`config.mk`:
```
export PLATFORM = sky130hd
export DESIGN_NAME = eboxDataPath
export DESIGN_NICKNAME = d
export VERILOG_FILES = /design/src/logic/eboxPkg.sv /design/src/logic/cramDecode.sv /design/src/logic/fastMem.sv /design/src/logic/adderUnit.sv /design/src/logic/edpRegs.sv /design/src/logic/ebusDriver.sv /design/src/logic/eboxDataPath.sv
export VERILOG_INCLUDE_DIRS = /design/src /design/src/logic
export SDC_FILE = /design/constraint.sdc
export NUM_CORES = 2
export LEC_CHECK = 0
export BUFFER_PORTS_ARGS = -buffer_cell sky130_fd_sc_hd__buf_2
export CORE_MARGIN = 2
export CORE_UTILIZATION = 66
export DETAILED_ROUTE_END_ITERATION = 16
export GPL_TIMING_DRIVEN = 0
export MAX_ROUTING_LAYER = met4
export PLACE_DENSITY = 0.85
export SETUP_SLACK_MARGIN = 0.2
export SLEW_MARGIN = 20
export SYNTH_ARGS = -nofsm -noshare
export SYNTH_HDL_FRONTEND = slang
export SYNTH_SLANG_ARGS = --single-unit
```
`constraint.sdc`:
```
create_clock -name eboxClk -period 35.2 [get_ports eboxClk]
set_input_delay 8.8 -clock eboxClk [delete_from_list [all_inputs] [get_ports eboxClk]]
set_output_delay 8.8 -clock eboxClk [all_outputs]
set_load 0.01 [all_outputs]
```
`src/logic/ebox_settings.svh`:
```
`ifndef EBOX_SETTINGS_SVH
`define EBOX_SETTINGS_SVH

// Data word and halfword, bit 0 is the sign
`define EBOX_WORD 36
`define EBOX_HALF 18

// Fast memory, one AC block
`define EBOX_FM_DEPTH 16
`define EBOX_FM_ADR 4

// Microword
`define EBOX_CRAM_WIDTH 24

// AD function code width in the package type
`define EBOX_AD_FUNC_W 4

// Width of the two-bit select types
`define EBOX_SEL_W 2

`endif

```
`src/logic/eboxPkg.sv`:
```
`include "ebox_settings.svh"

package eboxPkg;

  // AD/ADX function, microword field is three bits wide
  typedef enum logic [0:`EBOX_AD_FUNC_W-1] {
    aPlusB,
    aMinusB,
    aAndB,
    aOrB,
    aXorB,
    passA,
    passB,
    aPlusOne
  } adFuncT;

  typedef enum logic [0:`EBOX_SEL_W-1] {
    adaAr,
    adaArx,
    adaMq,
    adaZero
  } adaSelT;

  // Shifted BR fills from BRX, shifted AR fills from ARX
  typedef enum logic [0:`EBOX_SEL_W-1] {
    adbFm,
    adbBr,
    adbBrX2,
    adbArX4
  } adbSelT;

  typedef enum logic [0:`EBOX_SEL_W-1] {
    arHold,
    arAd,
    arCache,
    arEbus
  } arSelT;

  typedef enum logic [0:`EBOX_SEL_W-1] {
    mqHold,
    mqLoadAd,
    mqShl,
    mqShr
  } mqFuncT;

  // Same order as the diagnostic read function codes
  typedef enum logic [0:2] {
    diagAr,
    diagBr,
    diagMq,
    diagFm,
    diagBrx,
    diagArx,
    diagAdx,
    diagAd
  } diagSelT;

endpackage

```
`src/logic/cramDecode.sv`:
```
`include "ebox_settings.svh"

module cramDecode (
  input  logic                          eboxClk,
  input  logic                          rstN,
  input  logic                          step,
  input  logic [0:`EBOX_CRAM_WIDTH-1]   cram,
  output eboxPkg::adFuncT               adFunc,
  output eboxPkg::adaSelT               adaSel,
  output eboxPkg::adbSelT               adbSel,
  output eboxPkg::arSelT                arSel,
  output logic                          arxLoad,
  output logic                          brLoad,
  output logic                          brxLoad,
  output eboxPkg::mqFuncT               mqFunc,
  output logic [0:1]                    fmWrite,
  output logic [0:`EBOX_FM_ADR-1]       fmAdr,
  output logic                          adLong,
  output logic                          adToEbus
);

  logic runEn;
  logic go;

  // EBOX does no work on the edge that ends reset
  always_ff @(posedge eboxClk) begin
    if (!rstN) begin
      runEn <= 1'b0;
    end else begin
      runEn <= 1'b1;
    end
  end

  assign go = step && runEn;

  // Adder steering changes no state, so it follows the microword always
  assign adFunc = eboxPkg::adFuncT'({1'b0, cram[0:2]});
  assign adaSel = eboxPkg::adaSelT'(cram[3:4]);
  assign adbSel = eboxPkg::adbSelT'(cram[5:6]);
  assign fmAdr  = cram[16:19];
  assign adLong = cram[20];

  // Bits 22 and 23 are spare
  always_comb begin
    arSel    = eboxPkg::arHold;
    arxLoad  = 1'b0;
    brLoad   = 1'b0;
    brxLoad  = 1'b0;
    mqFunc   = eboxPkg::mqHold;
    fmWrite  = 2'b00;
    adToEbus = 1'b0;
    if (go) begin
      arSel    = eboxPkg::arSelT'(cram[7:8]);
      arxLoad  = cram[9];
      brLoad   = cram[10];
      brxLoad  = cram[11];
      mqFunc   = eboxPkg::mqFuncT'(cram[12:13]);
      fmWrite  = cram[14:15];
      adToEbus = cram[21];
    end
  end

endmodule

```
`src/logic/fastMem.sv`:
```
`include "ebox_settings.svh"

module fastMem (
  input  logic                      eboxClk,
  input  logic [0:`EBOX_FM_ADR-1]   adr,
  input  logic [0:`EBOX_WORD-1]     din,
  input  logic [0:1]                we,
  output logic [0:`EBOX_WORD-1]     dout
);

  logic [0:`EBOX_WORD-1] mem [0:`EBOX_FM_DEPTH-1];

  // we[0] is the left half, bits 0-17
  always_ff @(posedge eboxClk) begin
    if (we[0]) begin
      mem[adr][0:`EBOX_HALF-1] <= din[0:`EBOX_HALF-1];
    end
    if (we[1]) begin
      mem[adr][`EBOX_HALF:`EBOX_WORD-1] <= din[`EBOX_HALF:`EBOX_WORD-1];
    end
  end

  // Asynchronous read
  assign dout = mem[adr];

endmodule

```
`src/logic/adderUnit.sv`:
```
`include "ebox_settings.svh"

module adderUnit (
  input  eboxPkg::adFuncT           adFunc,
  input  logic [0:`EBOX_WORD-1]     ada,
  input  logic [0:`EBOX_WORD-1]     adb,
  input  logic [0:`EBOX_WORD-1]     adxa,
  input  logic [0:`EBOX_WORD-1]     adxb,
  input  logic                      adLong,
  output logic [0:`EBOX_WORD-1]     ad,
  output logic [0:`EBOX_WORD-1]     adx,
  output logic                      adCarry,
  output logic                      adOverflow
);

  logic                  arith;
  logic                  linked;
  logic                  baseCin;
  logic                  adCin;
  logic [0:`EBOX_WORD-1] adbEff;
  logic [0:`EBOX_WORD-1] adxbEff;
  // Bit 0 of a sum is the carry out of the word
  logic [0:`EBOX_WORD]   adSum;
  logic [0:`EBOX_WORD]   adxSum;

  always_comb begin
    arith  = adFunc inside {eboxPkg::aPlusB, eboxPkg::aMinusB, eboxPkg::aPlusOne};
    linked = adLong && (adFunc inside {eboxPkg::aPlusB, eboxPkg::aMinusB});

    // Subtract is A plus not B plus one
    unique case (adFunc)
      eboxPkg::aMinusB: begin
        adbEff  = ~adb;
        adxbEff = ~adxb;
      end
      eboxPkg::aPlusOne: begin
        adbEff  = '0;
        adxbEff = '0;
      end
      default: begin
        adbEff  = adb;
        adxbEff = adxb;
      end
    endcase
    baseCin = (adFunc == eboxPkg::aMinusB) || (adFunc == eboxPkg::aPlusOne);

    // ADX first, its carry out is the AD carry in for long operations
    adxSum = {1'b0, adxa} + {1'b0, adxbEff} + {{`EBOX_WORD{1'b0}}, baseCin};
    adCin  = linked ? adxSum[0] : baseCin;
    adSum  = {1'b0, ada} + {1'b0, adbEff} + {{`EBOX_WORD{1'b0}}, adCin};

    unique case (adFunc)
      eboxPkg::aAndB: begin
        ad  = ada & adb;
        adx = adxa & adxb;
      end
      eboxPkg::aOrB: begin
        ad  = ada | adb;
        adx = adxa | adxb;
      end
      eboxPkg::aXorB: begin
        ad  = ada ^ adb;
        adx = adxa ^ adxb;
      end
      eboxPkg::passA: begin
        ad  = ada;
        adx = adxa;
      end
      eboxPkg::passB: begin
        ad  = adb;
        adx = adxb;
      end
      default: begin
        ad  = adSum[1:`EBOX_WORD];
        adx = adxSum[1:`EBOX_WORD];
      end
    endcase

    adCarry    = arith && adSum[0];
    // Like signs in, other sign out
    adOverflow = arith && (ada[0] == adbEff[0]) && (adSum[1] != ada[0]);
  end

endmodule

```
`src/logic/edpRegs.sv`:
```
`include "ebox_settings.svh"

module edpRegs (
  input  logic                      eboxClk,
  input  logic                      rstN,
  input  eboxPkg::adFuncT           adFunc,
  input  eboxPkg::adaSelT           adaSel,
  input  eboxPkg::adbSelT           adbSel,
  input  eboxPkg::arSelT            arSel,
  input  logic                      arxLoad,
  input  logic                      brLoad,
  input  logic                      brxLoad,
  input  eboxPkg::mqFuncT           mqFunc,
  input  logic [0:1]                fmWrite,
  input  logic [0:`EBOX_FM_ADR-1]   fmAdr,
  input  logic                      adLong,
  input  logic [0:`EBOX_WORD-1]     cacheData,
  input  logic [0:`EBOX_WORD-1]     ebusIn,
  output logic [0:`EBOX_WORD-1]     ar,
  output logic [0:`EBOX_WORD-1]     arx,
  output logic [0:`EBOX_WORD-1]     br,
  output logic [0:`EBOX_WORD-1]     brx,
  output logic [0:`EBOX_WORD-1]     mq,
  output logic [0:`EBOX_WORD-1]     fm,
  output logic [0:`EBOX_WORD-1]     ad,
  output logic [0:`EBOX_WORD-1]     adx,
  output logic                      adCarry,
  output logic                      adOverflow
);

  logic [0:`EBOX_WORD-1] ada;
  logic [0:`EBOX_WORD-1] adb;

  always_comb begin
    unique case (adaSel)
      eboxPkg::adaAr:  ada = ar;
      eboxPkg::adaArx: ada = arx;
      eboxPkg::adaMq:  ada = mq;
      default:         ada = '0;
    endcase

    // Shifted sources pick up the top bits of the low word
    unique case (adbSel)
      eboxPkg::adbFm:   adb = fm;
      eboxPkg::adbBr:   adb = br;
      eboxPkg::adbBrX2: adb = {br[1:`EBOX_WORD-1], brx[0]};
      default:          adb = {ar[2:`EBOX_WORD-1], arx[0:1]};
    endcase
  end

  always_ff @(posedge eboxClk) begin
    if (!rstN) begin
      ar  <= '0;
      arx <= '0;
      br  <= '0;
      brx <= '0;
      mq  <= '0;
    end else begin
      unique case (arSel)
        eboxPkg::arAd:    ar <= ad;
        eboxPkg::arCache: ar <= cacheData;
        eboxPkg::arEbus:  ar <= ebusIn;
        default:          ar <= ar;
      endcase
      if (arxLoad) begin
        arx <= ad;
      end
      if (brLoad) begin
        br <= ar;
      end
      if (brxLoad) begin
        brx <= arx;
      end
      // MQ shifts left taking the AD carry, right copying the sign
      unique case (mqFunc)
        eboxPkg::mqLoadAd: mq <= ad;
        eboxPkg::mqShl:    mq <= {mq[1:`EBOX_WORD-1], adCarry};
        eboxPkg::mqShr:    mq <= {mq[0], mq[0:`EBOX_WORD-2]};
        default:           mq <= mq;
      endcase
    end
  end

  fastMem fmRam (
    .eboxClk (eboxClk),
    .adr     (fmAdr),
    .din     (ar),
    .we      (fmWrite),
    .dout    (fm)
  );

  adderUnit adder (
    .adFunc     (adFunc),
    .ada        (ada),
    .adb        (adb),
    .adxa       (arx),
    .adxb       (brx),
    .adLong     (adLong),
    .ad         (ad),
    .adx        (adx),
    .adCarry    (adCarry),
    .adOverflow (adOverflow)
  );

endmodule

```
`src/logic/ebusDriver.sv`:
```
`include "ebox_settings.svh"

module ebusDriver (
  input  logic                      eboxClk,
  input  logic                      rstN,
  input  logic                      diagRead,
  input  eboxPkg::diagSelT          diagSel,
  input  logic                      adToEbus,
  input  logic [0:`EBOX_WORD-1]     ar,
  input  logic [0:`EBOX_WORD-1]     br,
  input  logic [0:`EBOX_WORD-1]     mq,
  input  logic [0:`EBOX_WORD-1]     fm,
  input  logic [0:`EBOX_WORD-1]     brx,
  input  logic [0:`EBOX_WORD-1]     arx,
  input  logic [0:`EBOX_WORD-1]     adx,
  input  logic [0:`EBOX_WORD-1]     ad,
  output logic [0:`EBOX_WORD-1]     ebusData,
  output logic                      ebusDriving
);

  logic [0:`EBOX_WORD-1] ebusNext;

  // AD to EBUS overrides any diagnostic select
  always_comb begin
    ebusNext = '0;
    if (adToEbus) begin
      ebusNext = ad;
    end else if (diagRead) begin
      unique case (diagSel)
        eboxPkg::diagAr:  ebusNext = ar;
        eboxPkg::diagBr:  ebusNext = br;
        eboxPkg::diagMq:  ebusNext = mq;
        eboxPkg::diagFm:  ebusNext = fm;
        eboxPkg::diagBrx: ebusNext = brx;
        eboxPkg::diagArx: ebusNext = arx;
        eboxPkg::diagAdx: ebusNext = adx;
        default:          ebusNext = ad;
      endcase
    end
  end

  // Bus reads as zero when nobody drives it
  always_ff @(posedge eboxClk) begin
    if (!rstN) begin
      ebusDriving <= 1'b0;
      ebusData    <= '0;
    end else begin
      ebusDriving <= diagRead || adToEbus;
      ebusData    <= ebusNext;
    end
  end

endmodule

```
`src/logic/eboxDataPath.sv`:
```
`include "ebox_settings.svh"

module eboxDataPath (
  input  logic                          eboxClk,
  input  logic                          rstN,
  input  logic                          step,
  input  logic [0:`EBOX_CRAM_WIDTH-1]   cram,
  input  logic [0:`EBOX_WORD-1]         cacheData,
  input  logic [0:`EBOX_WORD-1]         ebusIn,
  input  logic                          diagRead,
  input  eboxPkg::diagSelT              diagSel,
  output logic [0:`EBOX_WORD-1]         ar,
  output logic [0:`EBOX_WORD-1]         arx,
  output logic [0:`EBOX_WORD-1]         br,
  output logic [0:`EBOX_WORD-1]         brx,
  output logic [0:`EBOX_WORD-1]         mq,
  output logic [0:`EBOX_WORD-1]         ad,
  output logic                          adCarry,
  output logic                          adOverflow,
  output logic [0:`EBOX_WORD-1]         ebusData,
  output logic                          ebusDriving
);

  eboxPkg::adFuncT         adFunc;
  eboxPkg::adaSelT         adaSel;
  eboxPkg::adbSelT         adbSel;
  eboxPkg::arSelT          arSel;
  eboxPkg::mqFuncT         mqFunc;
  logic                    arxLoad;
  logic                    brLoad;
  logic                    brxLoad;
  logic [0:1]              fmWrite;
  logic [0:`EBOX_FM_ADR-1] fmAdr;
  logic                    adLong;
  logic                    adToEbus;
  logic [0:`EBOX_WORD-1]   fm;
  logic [0:`EBOX_WORD-1]   adx;

  cramDecode decode (
    .eboxClk  (eboxClk),
    .rstN     (rstN),
    .step     (step),
    .cram     (cram),
    .adFunc   (adFunc),
    .adaSel   (adaSel),
    .adbSel   (adbSel),
    .arSel    (arSel),
    .arxLoad  (arxLoad),
    .brLoad   (brLoad),
    .brxLoad  (brxLoad),
    .mqFunc   (mqFunc),
    .fmWrite  (fmWrite),
    .fmAdr    (fmAdr),
    .adLong   (adLong),
    .adToEbus (adToEbus)
  );

  edpRegs execute (
    .eboxClk    (eboxClk),
    .rstN       (rstN),
    .adFunc     (adFunc),
    .adaSel     (adaSel),
    .adbSel     (adbSel),
    .arSel      (arSel),
    .arxLoad    (arxLoad),
    .brLoad     (brLoad),
    .brxLoad    (brxLoad),
    .mqFunc     (mqFunc),
    .fmWrite    (fmWrite),
    .fmAdr      (fmAdr),
    .adLong     (adLong),
    .cacheData  (cacheData),
    .ebusIn     (ebusIn),
    .ar         (ar),
    .arx        (arx),
    .br         (br),
    .brx        (brx),
    .mq         (mq),
    .fm         (fm),
    .ad         (ad),
    .adx        (adx),
    .adCarry    (adCarry),
    .adOverflow (adOverflow)
  );

  ebusDriver result (
    .eboxClk     (eboxClk),
    .rstN        (rstN),
    .diagRead    (diagRead),
    .diagSel     (diagSel),
    .adToEbus    (adToEbus),
    .ar          (ar),
    .br          (br),
    .mq          (mq),
    .fm          (fm),
    .brx         (brx),
    .arx         (arx),
    .adx         (adx),
    .ad          (ad),
    .ebusData    (ebusData),
    .ebusDriving (ebusDriving)
  );

endmodule

```
==> results of run 1 <==
==> per-stage QoR <==
stage / setup WS, ps / cells / area, um2 / hold WS [ps]
global placement: 4962 / 5280 / 47700 / 561.2
detailed placement: 5713 / 5315 / 48470 / 580.2
CTS: 5467 / 5466 / 51300 / 588.2
floorplan: 10820 / 4060 / 44870 / 517.1
==> synthesized netlist by cell type, drive strengths merged (5+ instances only) <==
library cell,count,area (um2)
a22o,11,105.1
mux2i,99,991.0
a311oi,6,52.55
o31ai,17,137.6
a21o,46,345.3
and2,24,150.1
or3,7,43.79
a221oi,66,590.6
nand3,85,430.4
nand3b,5,37.54
mux2,41,461.7
o21ai,316,1589
nand4,11,68.82
nor3,49,250.2
a31o,6,52.55
nor4,6,43.79
o221ai,32,280.3
a211o,18,157.7
o21bai,8,60.06
a32oi,13,113.9
a21boi,101,758.2
o211a,5,50.05
and3,26,162.7
a21oi,275,1391
nor2,202,758.2
ha,218,2728
edfxtp,576,17300
o22ai,26,175.2
a31oi,28,175.2
o21a,42,315.3
nor2b,21,131.4
or2,7,43.79
xnor2,23,201.4
a211oi,54,410.4
nand2,448,1682
inv,192,720.7
buf,78,454.2
a22oi,111,838.3
dfxtp,218,4364
xor2,19,166.4
o211ai,32,245.2
nand2b,16,100.1
clkbuf,219,822.0
mux4,189,4264
==> per-layer routing <==
metal | overflow | track usage (%)
met4 | 43 | 73.06
met3 | 3 | 63.23
met5 | - | -
met1 | 4 | 82.07
met2 | 56 | 90.91
==> cell families after synthesis <==
kind of cell | synth area share [%]
XOR/XNOR | 0.8199
flip-flops | 48.28
multiplexers | 12.74
buffers and inverters | 4.484
AND/OR/NAND/NOR | 9.102
AO/OA/AOI/OAI | 18.32
adder cells (fa/ha/maj) | 6.258
==> impl_results.md, run 1 <==
* Status: stopped before the end
* Stopped at: global routing (5_1_grt)
* Log Error: [ERROR GRT-0232] Routing congestion too high. Check the congestion heatmap in the GUI.
* Routability cong. at between 1 and 1.5
* Total Routing Usage GR at around four fifths
* Initial core utilization at about two thirds
* H-tree levels at 3
* Total global routing overflow at ~110
* Die X at ~260 um
* Sequential share of the synthesized area at 48.28%
* CTS Hold Bufs at 0
* Cell row count at 95
* Clock tree buffer depth at 3
* Number of enable flip-flop cells after synthesis at around 580
* Seq cells post-synth at approximately 790
* Synth Instances at ~4k
* Post-synthesis net count at 4385
* Top-level port count at ~360
* Total CTS buffers at 81
* Unique masters post-synth at 95
* Largest net degree at the start of global routing at 23
* Avg Cell Area, Syn at about 11 um2
* Height of the die at 264.7 um
* Synth Warn # at 0
* Clock root cell: clkbuf_16
* Netlist Area Pre-Place at 44870 um2
* Resized cells post-CTS at 0
* Ys flop type: edfxtp_1
* DP Wirelength at ~170000 um
* Clk sink count at ~790
* Setup Fix Bufs, Post-CTS at 0
* Asr flop ratio synth at 0%
* Port Buffers at ~350
==> run 2, diff against run 1 <==
--- a/config.mk
+++ b/config.mk
@@ -8,12 +8,10 @@
 export LEC_CHECK = 0
 export BUFFER_PORTS_ARGS = -buffer_cell sky130_fd_sc_hd__buf_2
 export CORE_MARGIN = 2
-export CORE_UTILIZATION = 66
+export CORE_UTILIZATION = 40
 export DETAILED_ROUTE_END_ITERATION = 16
 export GPL_TIMING_DRIVEN = 0
-export MAX_ROUTING_LAYER = met4
-export PLACE_DENSITY = 0.85
-export SETUP_SLACK_MARGIN = 0.2
+export PLACE_DENSITY_LB_ADDON = 0.15
 export SLEW_MARGIN = 20
 export SYNTH_ARGS = -nofsm -noshare
 export SYNTH_HDL_FRONTEND = slang
==> run 2 against run 1 <==
The run now ends clean. Synthesized cell count stayed put. Area after synthesis did not move.
==> impl_results.md, run 2 <==
* Synth Instances at 4060 (unchanged)
* Initial antenna violation count at 40
* P_leak at about 20 nW
* Core area at roughly 110000 um2
* CTS Hold Bufs at 0 (unchanged)
* CTS tree: done
* Post-synthesis adder-cell area fraction at 6.258% (unchanged)
* Largest net degree at the start of global routing at 23
* Top cells by area, synth: edfxtp_1, dfxtp_1, mux4_2
* Worst path max stage delay at 900 ps
* Post-synth top cells: edfxtp_1, nand2_1, o21ai_0
* Port Buffers at 347 (unchanged)
* Layout cell share with drive strength beyond 1 at around a fifth
* Asr flop ratio synth at 0% (unchanged)
* Post-place setup slack at 5169 ps (-543.7 ps)
* Avg Cell Area, Syn at 11.05 um2 (unchanged)
* Status: complete, no violations
* Most frequent cell after synthesis: edfxtp_1
* Die X at 338.9 um (+28%)
* Total CTS buffers at 86 (+6.2%)
* Clk_lat worst skew at 720 ps
* Clock root cell: clkbuf_16
* R2R Path Start: execute.brx[35]
* Combinational family with the most area after synthesis: compound AO/OA/AOI/OAI gates
* Via-to-Cell Ratio at 6.653
* Fin. Hold Viols at 0
* Initial core utilization at 40.43% (-26 points)
* Ys flop type: edfxtp_1
* Critical path endpoint category: output port
* Routed wire per std cell at 39.68 um
* Max-cap check violation count at 0
* Final Net Count at between 4k and 5k
* DRT antenna net count at 0
* Synth-to-layout area growth at 17.71%
* Final setup margin at around 4400 ps
* Slew headroom at between 10% and 20%
* DP Wirelength at 181400 um (+9.1%)
* Critical Path RT at ~26000 ps
* CP max stage cell: nand2_1
* Min-delay worst type: reg2reg
* Die area at around 110000 um2
* Period utilisation layout at 87.56%
* First DRT Iteration DRCs at roughly 6.6k
* Residual DRC count at 0
* Total Routing Usage GR at roughly two fifths
* Unrepaired setup endpoints after global routing: no
* Setup-failing EPs final at 0
* Hold Crit Start: execute.brx[27]
* Simple-Gate Fraction of Synth Area at 9.102% (unchanged)
* Setup Fix Bufs, Post-CTS at 0 (unchanged)
* Number of enable flip-flop cells after synthesis at 576 (unchanged)
* Skew final at 57.11 ps
* Max Slew Vio Count at 0
* VDD IR max at between 0.04 and 0.05 mV
* Fin crit period at 30820 ps
* Commonest cells after routing, fill and taps aside: edfxtp_1, nand2_1, buf_2
* Pwr/cell area at between 40 and 50 nW/um2
* Dpl cells at 5958 (+12%)
* Synth Area in Compound Gates at 18.32% (unchanged)
* Post-synth top area share at 38.55% (unchanged)
* Sequential share of the synthesized area at 48.28% (unchanged)
* Synth area leader: edfxtp_1
* Clock tree buffer depth at 3 (unchanged)
* Seq cells post-synth at 794 (unchanged)
* Netlist Area Pre-Place at 44870 um2 (unchanged)
* Crit-path max FO at 10
* Startpoint Class: input pin
* Measured slew at the worst slew-check pin at between 1000 and 1500 ps
* Cell row count at 122 (+28%)
* Total Power at between 2 and 2.5 mW
* Resized cells post-CTS at 0 (unchanged)
* Top-level port count at 358 (unchanged)
* Routability cong. at 1.070 (-9.8%)
* Total global routing overflow at 0
* Synth Warn # at 0 (unchanged)
* Drt total wl at about 240000 um
* Xor/xnor share of the synthesized area at 0.8199% (unchanged)
* Start point of the critical path: cram[2]
* Height of the die at 338.9 um (+28%)
* Post-synthesis net count at 4385 (unchanged)
* Critical path type: in2out
* Crit path DAT at 22020 ps
* Mux contribution to synthesized area at 12.74% (unchanged)
* H-tree levels at 3 (unchanged)
* Vias at between 40k and 50k
* Biggest register: execute.fmRam.mem
* Crit-path most repeated cell: fa_1
* Setup_tns at 0 ps
* Number of global-route vias before repair at about 38k
* Unique masters post-synth at 95 (unchanged)
* Clk sink count at 794 (unchanged)
* Number of flip-flops in the largest register at approximately 580
* FMAX at 0.03244 GHz
* Final core occ at 47.59%
* DRT Pass-1 Iters at 8
* Finished Layout Cells at 6137
* Clk pin slew, worst setup/hold paths at ~60 ps
* First-pass GRT wire length at about 330000 um
* Commonest non-fill, non-tap cell in the layout: edfxtp_1
-- run 2: cell counts after synthesis --
Identical to the previous run, type by type.
-- run 2: area by class of cell --
cell class	instances	area, um2
sequential	794	21690
antenna	22	55.05
clock inverter	55	679.4
multi-input combinational	2773	21530
tap	1488	1862
buffer	297	1289
timing repair buffer	411	2688
clock buffer	101	2281
inverter	196	735.7
fill	10443	58160
-- run 2: routing by layer --
layer	wire length, um	vias to the layer above	track usage [%]
met3	31390	732	14.25
met1	94480	20557	54.32
met5	231	-	0
li1	-	16469	-
met4	18000	30	25.73
met2	99390	3040	58.30
-- run 2: worst max-delay path: cells and delay by family --
family          cells  cell delay, ps
compound gates     13            5220
buf+inv             9            4230
simple gates        6            2010
fa+ha+maj           4            1680
-- run 2: cells by family after synthesis --
logic type,after synthesis
AO/OA/AOI/OAI,1252
AND/OR/NAND/NOR,928
flip-flops,794
buffers and inverters,493
multiplexers,329
adder cells (fa/ha/maj),222
XOR/XNOR,42
-- run 2: path summary, 6_finish.rpt --
path,endpoint,slack (ps),cells after the start
worst min-delay path,execute.brx[27],610,2
worst max-delay path,ad[1],4380,32
worst max register to register,result.ebusData[1],25730,24
worst min register to register,execute.brx[27],610,2
-- run 2: power breakdown --
part	total (mW)	internal [mW]	switching (mW)	leakage, nW
clock network	0.968	0.561	0.407	1.43
logic	0.415	0.123	0.292	11.4
registers	1.08	1.02	0.0575	6.74
-- run 2: metrics by stage --
step	cell area, um2	hold WS, ps
5_1_grt	52760	621.0
4_1_cts	52730	594.7
3_3_place_gp	48470	573.0
3_5_place_dp	49770	586.8
6_report	52810	607.4
2_1_floorplan	44870	517.1
Power figures use the tool's default switching activity.
